## src/include/spm_settings.svh

```systemverilog
`ifndef SPM_SETTINGS_SVH
`define SPM_SETTINGS_SVH

// ~~~~~~~~~~~~~~~~~~~~~~~~~~~~~~~~~~~~~~~~~~~~~~~~~~~~~~~~~~~
// Scratchpad geometry
// ~~~~~~~~~~~~~~~~~~~~~~~~~~~~~~~~~~~~~~~~~~~~~~~~~~~~~~~~~~~

`define SPM_DATA_W 32 // Word width in bits.
`define SPM_ELS 64 // Number of words.
`define SPM_WADDR_W 6 // Word index width, log2 of SPM_ELS.

// ~~~~~~~~~~~~~~~~~~~~~~~~~~~~~~~~~~~~~~~~~~~~~~~~~~~~~~~~~~~
// APB side
// ~~~~~~~~~~~~~~~~~~~~~~~~~~~~~~~~~~~~~~~~~~~~~~~~~~~~~~~~~~~

// Byte address, wider than the array so that
// out-of-range accesses can reach the completer.
`define SPM_PADDR_W 12

`define SPM_LATCH_LAST_READ 1 // Hold prdata between reads.

`endif

```

## src/hw/spm_pkg.sv

```systemverilog
`default_nettype none

package spm_pkg;

`include "spm_settings.svh"

   // ~~~~~~~~~~~~~~~~~~~~~~~~~~~~~~~~~~~~~~~~~~~~~~~~~~~~~~~~~~~
   // APB bundles
   // ~~~~~~~~~~~~~~~~~~~~~~~~~~~~~~~~~~~~~~~~~~~~~~~~~~~~~~~~~~~

   // Requester to completer, 47 bits.
   typedef struct packed
   {
      logic psel; // Completer selected.
      logic penable; // Access phase.
      logic pwrite; // 1 for write, 0 for read.
      logic [`SPM_PADDR_W-1:0] paddr; // Byte address.
      logic [`SPM_DATA_W-1:0] pwdata; // Write data.
   } apb_req_t;

   // Completer to requester, 34 bits.
   typedef struct packed
   {
      logic pready; // Transfer completes.
      logic pslverr; // Error, valid with pready.
      logic [`SPM_DATA_W-1:0] prdata; // Read data, valid with pready.
   } apb_rsp_t;

   // ~~~~~~~~~~~~~~~~~~~~~~~~~~~~~~~~~~~~~~~~~~~~~~~~~~~~~~~~~~~
   // Completer FSM
   // ~~~~~~~~~~~~~~~~~~~~~~~~~~~~~~~~~~~~~~~~~~~~~~~~~~~~~~~~~~~

   typedef enum logic [1:0]
   {
      IDLE = 2'd0, // No transfer.
      SETUP = 2'd1, // Decoded, first access cycle.
      READ_WAIT = 2'd2, // RAM read in flight.
      DONE = 2'd3 // Handshake closed.
   } apb_state_e;

endpackage

`default_nettype wire

```

## src/hw/spm_apb_completer.sv

```systemverilog
`timescale 1ns/1ps
`default_nettype none

`include "spm_settings.svh"

// APB completer in front of the scratchpad RAM.
// Writes and errors finish in the first access cycle,
// reads add one wait state for the RAM latency.
module spm_apb_completer
(
   input wire logic clk_i,
   input wire logic rst_n_i,
   input wire spm_pkg::apb_req_t req_i,
   output spm_pkg::apb_rsp_t rsp_o,
   output logic mem_v_o,
   output logic mem_w_o,
   output logic [`SPM_WADDR_W-1:0] mem_addr_o,
   output logic [`SPM_DATA_W-1:0] mem_wdata_o,
   input wire logic [`SPM_DATA_W-1:0] mem_rdata_i
);

   localparam int IDX_W = `SPM_PADDR_W - 2; // Full word index width.
   localparam logic [IDX_W-1:0] ELS_IDX = IDX_W'(`SPM_ELS);

   spm_pkg::apb_state_e state_q;
   spm_pkg::apb_state_e state_d;

   logic [IDX_W-1:0] word_idx; // Byte address without the low bits.
   logic misaligned;
   logic out_of_range;
   logic decode_err;
   logic load_err; // Sample the decode this cycle.
   logic err_q; // Error flag of the transfer in flight.
   logic access; // Requester is in the access phase.
   logic in_setup;
   logic finish_now; // Write or error completes this cycle.

   // ~~~~~~~~~~~~~~~~~~~~~~~~~~~~~~~~~~~~~~~~~~~~~~~~~~~~~~~~~~~
   // Address decode
   // ~~~~~~~~~~~~~~~~~~~~~~~~~~~~~~~~~~~~~~~~~~~~~~~~~~~~~~~~~~~

   assign word_idx = req_i.paddr[`SPM_PADDR_W-1:2];
   assign misaligned = |req_i.paddr[1:0]; // Word accesses only.
   assign out_of_range = word_idx >= ELS_IDX;
   assign decode_err = misaligned | out_of_range;

   // The setup cycle is seen from IDLE, or from DONE when the
   // requester starts the next transfer right away.
   assign load_err = (state_q == spm_pkg::IDLE) || (state_q == spm_pkg::DONE);

   always_ff @(posedge clk_i or negedge rst_n_i)
   begin
      if (!rst_n_i)
      begin
         err_q <= 1'b0;
      end
      else if (load_err)
      begin
         err_q <= decode_err;
      end
   end

   // ~~~~~~~~~~~~~~~~~~~~~~~~~~~~~~~~~~~~~~~~~~~~~~~~~~~~~~~~~~~
   // Transfer FSM
   // ~~~~~~~~~~~~~~~~~~~~~~~~~~~~~~~~~~~~~~~~~~~~~~~~~~~~~~~~~~~

   assign access = req_i.psel & req_i.penable;
   assign in_setup = (state_q == spm_pkg::SETUP);
   assign finish_now = in_setup & access & (err_q | req_i.pwrite);

   always_comb
   begin
      state_d = state_q;
      case (state_q)
         spm_pkg::IDLE:
         begin
            if (req_i.psel)
            begin
               state_d = spm_pkg::SETUP;
            end
         end
         spm_pkg::SETUP:
         begin
            if (access)
            begin
               // Reads wait one cycle for the RAM.
               if (err_q || req_i.pwrite)
               begin
                  state_d = spm_pkg::DONE;
               end
               else
               begin
                  state_d = spm_pkg::READ_WAIT;
               end
            end
         end
         spm_pkg::READ_WAIT:
         begin
            state_d = spm_pkg::DONE; // Data is on mem_rdata_i now.
         end
         spm_pkg::DONE:
         begin
            if (req_i.psel && !req_i.penable)
            begin
               state_d = spm_pkg::SETUP; // Back-to-back transfer.
            end
            else
            begin
               state_d = spm_pkg::IDLE;
            end
         end
         default:
         begin
            state_d = spm_pkg::IDLE;
         end
      endcase
   end

   always_ff @(posedge clk_i or negedge rst_n_i)
   begin
      if (!rst_n_i)
      begin
         state_q <= spm_pkg::IDLE;
      end
      else
      begin
         state_q <= state_d;
      end
   end

   // ~~~~~~~~~~~~~~~~~~~~~~~~~~~~~~~~~~~~~~~~~~~~~~~~~~~~~~~~~~~
   // RAM command and APB response
   // ~~~~~~~~~~~~~~~~~~~~~~~~~~~~~~~~~~~~~~~~~~~~~~~~~~~~~~~~~~~

   // One RAM access per valid transfer, in its first access cycle.
   assign mem_v_o = in_setup & access & ~err_q;
   assign mem_w_o = req_i.pwrite;
   assign mem_addr_o = word_idx[`SPM_WADDR_W-1:0];
   assign mem_wdata_o = req_i.pwdata;

   assign rsp_o.pready = finish_now | (state_q == spm_pkg::READ_WAIT);
   assign rsp_o.pslverr = in_setup & access & err_q;
   assign rsp_o.prdata = mem_rdata_i; // Held by the RAM latch.

endmodule

`default_nettype wire

```

## src/hw/spm_mem_1rw_sync.sv

```systemverilog
`timescale 1ns/1ps
`default_nettype none

// Single port RAM. One read or one write per clock.
// A read returns its word in the following cycle.
module spm_mem_1rw_sync
#(
   parameter int WIDTH = 32,
   parameter int ELS = 64,
   parameter bit LATCH_LAST_READ = 1'b1
)
(
   input wire logic clk_i,
   input wire logic rst_n_i,
   input wire logic v_i,
   input wire logic w_i,
   input wire logic [$clog2(ELS)-1:0] addr_i,
   input wire logic [WIDTH-1:0] data_i,
   output logic [WIDTH-1:0] data_o
);

   localparam int ADDR_W = $clog2(ELS);

   logic [WIDTH-1:0] mem [ELS];
   logic [ADDR_W-1:0] addr_q; // Address of the last read.
   logic [WIDTH-1:0] array_out;
   logic read_en;

   assign read_en = v_i & ~w_i;
   assign array_out = mem[addr_q]; // Array read port.

   // ~~~~~~~~~~~~~~~~~~~~~~~~~~~~~~~~~~~~~~~~~~~~~~~~~~~~~~~~~~~
   // Array and read address
   // ~~~~~~~~~~~~~~~~~~~~~~~~~~~~~~~~~~~~~~~~~~~~~~~~~~~~~~~~~~~

   always_ff @(posedge clk_i)
   begin
      if (v_i && w_i)
      begin
         mem[addr_i] <= data_i; // Full word write.
      end
   end

   // The read address only moves on a read, so the array
   // output stays on the last word read.
   always_ff @(posedge clk_i or negedge rst_n_i)
   begin
      if (!rst_n_i)
      begin
         addr_q <= '0;
      end
      else if (read_en)
      begin
         addr_q <= addr_i;
      end
   end

   // ~~~~~~~~~~~~~~~~~~~~~~~~~~~~~~~~~~~~~~~~~~~~~~~~~~~~~~~~~~~
   // Output stage
   // ~~~~~~~~~~~~~~~~~~~~~~~~~~~~~~~~~~~~~~~~~~~~~~~~~~~~~~~~~~~

   if (LATCH_LAST_READ)
   begin : g_llr
      logic read_en_q; // A read was issued last cycle.
      logic [WIDTH-1:0] last_q; // Word from the previous read.

      always_ff @(posedge clk_i or negedge rst_n_i)
      begin
         if (!rst_n_i)
         begin
            read_en_q <= 1'b0;
            last_q <= '0;
         end
         else
         begin
            read_en_q <= read_en;
            if (read_en_q)
            begin
               last_q <= array_out; // Capture the fresh word.
            end
         end
      end

      // Bypass in the cycle after a read, latched value otherwise.
      assign data_o = read_en_q ? array_out : last_q;
   end
   else
   begin : g_no_llr
      assign data_o = array_out; // Follows writes to addr_q too.
   end

endmodule

`default_nettype wire

```

## src/hw/spm_top.sv

```systemverilog
`timescale 1ns/1ps
`default_nettype none

`include "spm_settings.svh"

// APB scratchpad. Completer in front of a single port RAM.
module spm_top
(
   input wire logic clk_i,
   input wire logic rst_n_i,
   input wire logic psel_i,
   input wire logic penable_i,
   input wire logic pwrite_i,
   input wire logic [`SPM_PADDR_W-1:0] paddr_i,
   input wire logic [`SPM_DATA_W-1:0] pwdata_i,
   output logic [`SPM_DATA_W-1:0] prdata_o,
   output logic pready_o,
   output logic pslverr_o
);

   spm_pkg::apb_req_t apb_req;
   spm_pkg::apb_rsp_t apb_rsp;

   logic mem_v;
   logic mem_w;
   logic [`SPM_WADDR_W-1:0] mem_addr;
   logic [`SPM_DATA_W-1:0] mem_wdata;
   logic [`SPM_DATA_W-1:0] mem_rdata;

   // Bus ports into the request bundle.
   assign apb_req.psel = psel_i;
   assign apb_req.penable = penable_i;
   assign apb_req.pwrite = pwrite_i;
   assign apb_req.paddr = paddr_i;
   assign apb_req.pwdata = pwdata_i;

   assign prdata_o = apb_rsp.prdata;
   assign pready_o = apb_rsp.pready;
   assign pslverr_o = apb_rsp.pslverr;

   spm_apb_completer u_completer
   (
      .clk_i (clk_i),
      .rst_n_i (rst_n_i),
      .req_i (apb_req),
      .rsp_o (apb_rsp),
      .mem_v_o (mem_v),
      .mem_w_o (mem_w),
      .mem_addr_o (mem_addr),
      .mem_wdata_o (mem_wdata),
      .mem_rdata_i (mem_rdata)
   );

   spm_mem_1rw_sync
   #(
      .WIDTH (`SPM_DATA_W),
      .ELS (`SPM_ELS),
      .LATCH_LAST_READ (`SPM_LATCH_LAST_READ)
   )
   u_mem
   (
      .clk_i (clk_i),
      .rst_n_i (rst_n_i),
      .v_i (mem_v),
      .w_i (mem_w),
      .addr_i (mem_addr),
      .data_i (mem_wdata),
      .data_o (mem_rdata)
   );

endmodule

`default_nettype wire

```

## config.mk

```make
export PLATFORM = sky130hd
export DESIGN_NAME = spm_top
export DESIGN_NICKNAME = d
export VERILOG_FILES = /design/src/hw/spm_pkg.sv /design/src/hw/spm_apb_completer.sv /design/src/hw/spm_mem_1rw_sync.sv /design/src/hw/spm_top.sv
export VERILOG_INCLUDE_DIRS = /design/src /design/src/include
export SDC_FILE = /design/constraint.sdc
export NUM_CORES = 2
export LEC_CHECK = 0
export ABC_AREA = 1
export CAP_MARGIN = 20
export CORE_ASPECT_RATIO = 1.25
export CORE_MARGIN = 3
export CORE_UTILIZATION = 40
export CTS_CLUSTER_DIAMETER = 50
export DETAILED_ROUTE_END_ITERATION = 7
export DONT_BUFFER_PORTS = 1
export PLACE_DENSITY_LB_ADDON = 0.3
export RECOVER_POWER = 100
export SYNTH_ARGS = -nofsm -noshare
export SYNTH_HDL_FRONTEND = slang
export SYNTH_HIERARCHICAL = 1
export SYNTH_SLANG_ARGS = --single-unit
export TNS_END_PERCENT = 10
```

## constraint.sdc

```tcl
create_clock -name clk_i -period 8.55 [get_ports clk_i]
set_input_delay 1.71 -clock clk_i [delete_from_list [all_inputs] [get_ports clk_i]]
set_output_delay 1.71 -clock clk_i [all_outputs]
set_load 0.005 [all_outputs]
```

==> run metrics <==
status=complete, but fails checks; failing checks=capacitance limit, slew limit; Core Rows=187; share of cells above drive strength 1=under 10%; number of global-route vias before repair=between 50000 and 60000; Initial Utilization=between 40% and 50%; worst vdd ir=188.9 uV; skew final=between 0.03 and 0.04 ns; setup ws final=around 1.1 ns; largest net degree at the start of global routing=about 230; Via Count=53390; Mapped Cells=6890; antenna-violating nets left=0; post-synthesis sequential area ratio=about 74%; pwr/cell area=between 200 and 250 nW/um^2; Routed WL=between 200000 and 250000 um; clock root cell=clkbuf_16; routed len/inst=24.16 um; Area Overhead vs Synth=9.275%; TritonCTS Sinks=between 2000 and 2500; fin area=about 90000 sq um; Pins Over Slew Limit=~1800; CTS tree=built; post-synth top area share=about three quarters; first-pass GRT wire length=approximately 340000 um; Ys Warns=6; GRT Util Overall=20.98%; H-tree depth=4; GPL Wtd Cong=approximately 0.80; leak pwr=between 30 and 40 nW; crit path kind=flip-flop to output pin; Core Box Area=about 210000 sq um; Die X=between 400 and 500 um; GRT overflow=0; Avg Inst Size Synth=about 12 sq um; CTS buffer count=around 190; Synthesized Nets=6944; Max-slew headroom=-117.1%; port buffer count=0; number of max-cap violations=71; DRT iter0 DRCs=around 5500; worst-case clock buffer depth=3; final net count=about 6700; Final HPWL DP=121000 um; crit path DAT=about 5.8 ns; CTS resizes=0; synth top area cells=edfxtp_1 (73%), nand3_1 (12%), nand2_1 (9.5%), buf_2 (1.7%), dfrtp_1 (1.3%); Final Hold Fails=0; # IOs=between 80 and 90; highest-count cells in the layout ignoring fill and taps=nand2_1 (2129), edfxtp_1 (2048), nand3_1 (2027); placed cell areas=~86000 sq um; Die Footprint=215600 sq um; initial antenna violation count=1; total setup buffers inserted after CTS=0; Reg clk slew, reported paths=0.06 ns; Critical Path Fanout Max=about 140; critical path startpoint category=flip-flop; CTS Hold Buffers Added=0; Detailed Routing Iterations Pass 1=5; Tot Pwr=about 0.023 W; Peak Freq=between 100 and 150 MHz; commonest non-fill, non-tap cell in the layout=nand2_1; setup TNS=0 ns; RSZ-0062 raised after global routing=false; Req. time, crit path=6.84 ns; Crit. End Element=output pin; Final period util=between 80 and 90%; Final Critical Period=roughly 7.5 ns; Via density=about 5.6; #FFs+latches synth=about 2100; Syn Std Cell Area=84030 sq um; dpl ws=about 2.8 ns; DRC viols=0; worst slew pin tran=~3.3 ns; clk_lat worst skew=slightly above 0.8 ns; number of setup violations in the final report=0; Yosys cell types=21; Worst Hold Class=flip-flop to flip-flop; area leader, netlist=edfxtp_1; die height=518.4 um
-- stage by stage --
stage          utilization (%)  cells  hold WS, ns
2_1_floorplan                -   6890       0.4457
3_3_place_gp             41.38   9215       0.5003
3_5_place_dp             41.39   9216       0.4963
4_1_cts                  44.37   9571       0.5049
5_1_grt                  44.09   9572       0.5198
6_report                 44.09   9573       0.5047
-- final timing paths --
kind | end | startpoint | slack [ns] | depth (start not counted)
max reg2reg | u_mem/mem[12][22] | u_completer/state_q[1] | 2.71 | 10
max | prdata_o[17] | u_mem/addr_q[1] | 1.07 | 9
max in group asynchronous | u_mem/g_llr.last_q[27] | rst_n_i | 7.79 | 0
min in group asynchronous | u_mem/addr_q[0] | rst_n_i | 0.57 | 0
min reg2reg | u_mem/g_llr.last_q[6] | u_mem/g_llr.last_q[6] | 0.50 | 2
min | u_mem/g_llr.last_q[6] | u_mem/g_llr.last_q[6] | 0.50 | 2
-- cell type report --
| type | count | area, sq um |
|---|---|---|
| flip-flops and latches | 2090 | 62570 |
| clock buffers | 246 | 5109 |
| fillers | 18750 | 116400 |
| inverters | 23 | 123.9 |
| repair buffers | 111 | 738.2 |
| diodes | 2 | 5.005 |
| well taps | 2740 | 3428 |
| clock inverters | 109 | 1096 |
| multi-input cells | 4252 | 18760 |
-- worst max-delay path, stage by stage, from the launching register on --
cell	delay [ns]
dfrtp_1	1.47
inv_8	0.67
buf_12	0.56
nand3_1	0.22
nand3_1	0.10
nand3_1	0.13
nand3_1	0.35
nand3_1	0.23
nand3_1	0.49
nand2_1	0.32
-- cell families (layout without fill, tap and decap cells) --
group	count (synthesis)	in the layout	share of synthesized area [%]
AO/OA/AOI/OAI	10	10	0.06253
buffers and inverters	548	489	3.453
adder cells (fa/ha/maj)	5	5	0.07445
AND/OR/NAND/NOR	4237	4237	21.97
flip-flops	2090	2090	74.44
other	0	2	0
-- routing by layer --
metal / part of all wire (%) / wire (um) / track usage, % / vias up
met5: 0 / 0 / 0 / -
met4: 3.6 / 8407 / 8.204 / 0
met3: 7.2 / 16610 / 3.162 / 375
met2: 49 / 114400 / 35.76 / 2069
met1: 40 / 91820 / 26.96 / 26880
li1: - / - / - / 24070
-- cell usage after synthesis --
cell,instances
o21bai_1,1
nor2_1,73
inv_4,1
buf_1,31
nand3_1,2027
buf_6,13
buf_8,1
nand4_1,8
o21ai_0,7
buf_2,289
ha_1,5
clkinv_1,1
inv_1,20
o21ai_1,1
buf_4,99
a21oi_1,1
edfxtp_1,2048
inv_2,1
dfrtp_1,42
nand2_1,2129
clkbuf_1,92
-- where the power goes --
part           leakage [nW]  switching (W)  internal [W]  total [W]
Combinational          9.13        0.00225      0.000852    0.00311
Clock                  3.03        0.00378       0.00473    0.00851
Sequential             18.9      0.0000733        0.0113     0.0113
-- sequential cells by signal, indices dropped and copies added, names as in the netlist --
signal	flops
u_completer/err_q	1
u_completer/state_q	2
u_mem/addr_q	6
u_mem/g_llr.last_q	32
u_mem/g_llr.read_en_q	1
u_mem/mem	2048
(Power assumes the default switching activity.)
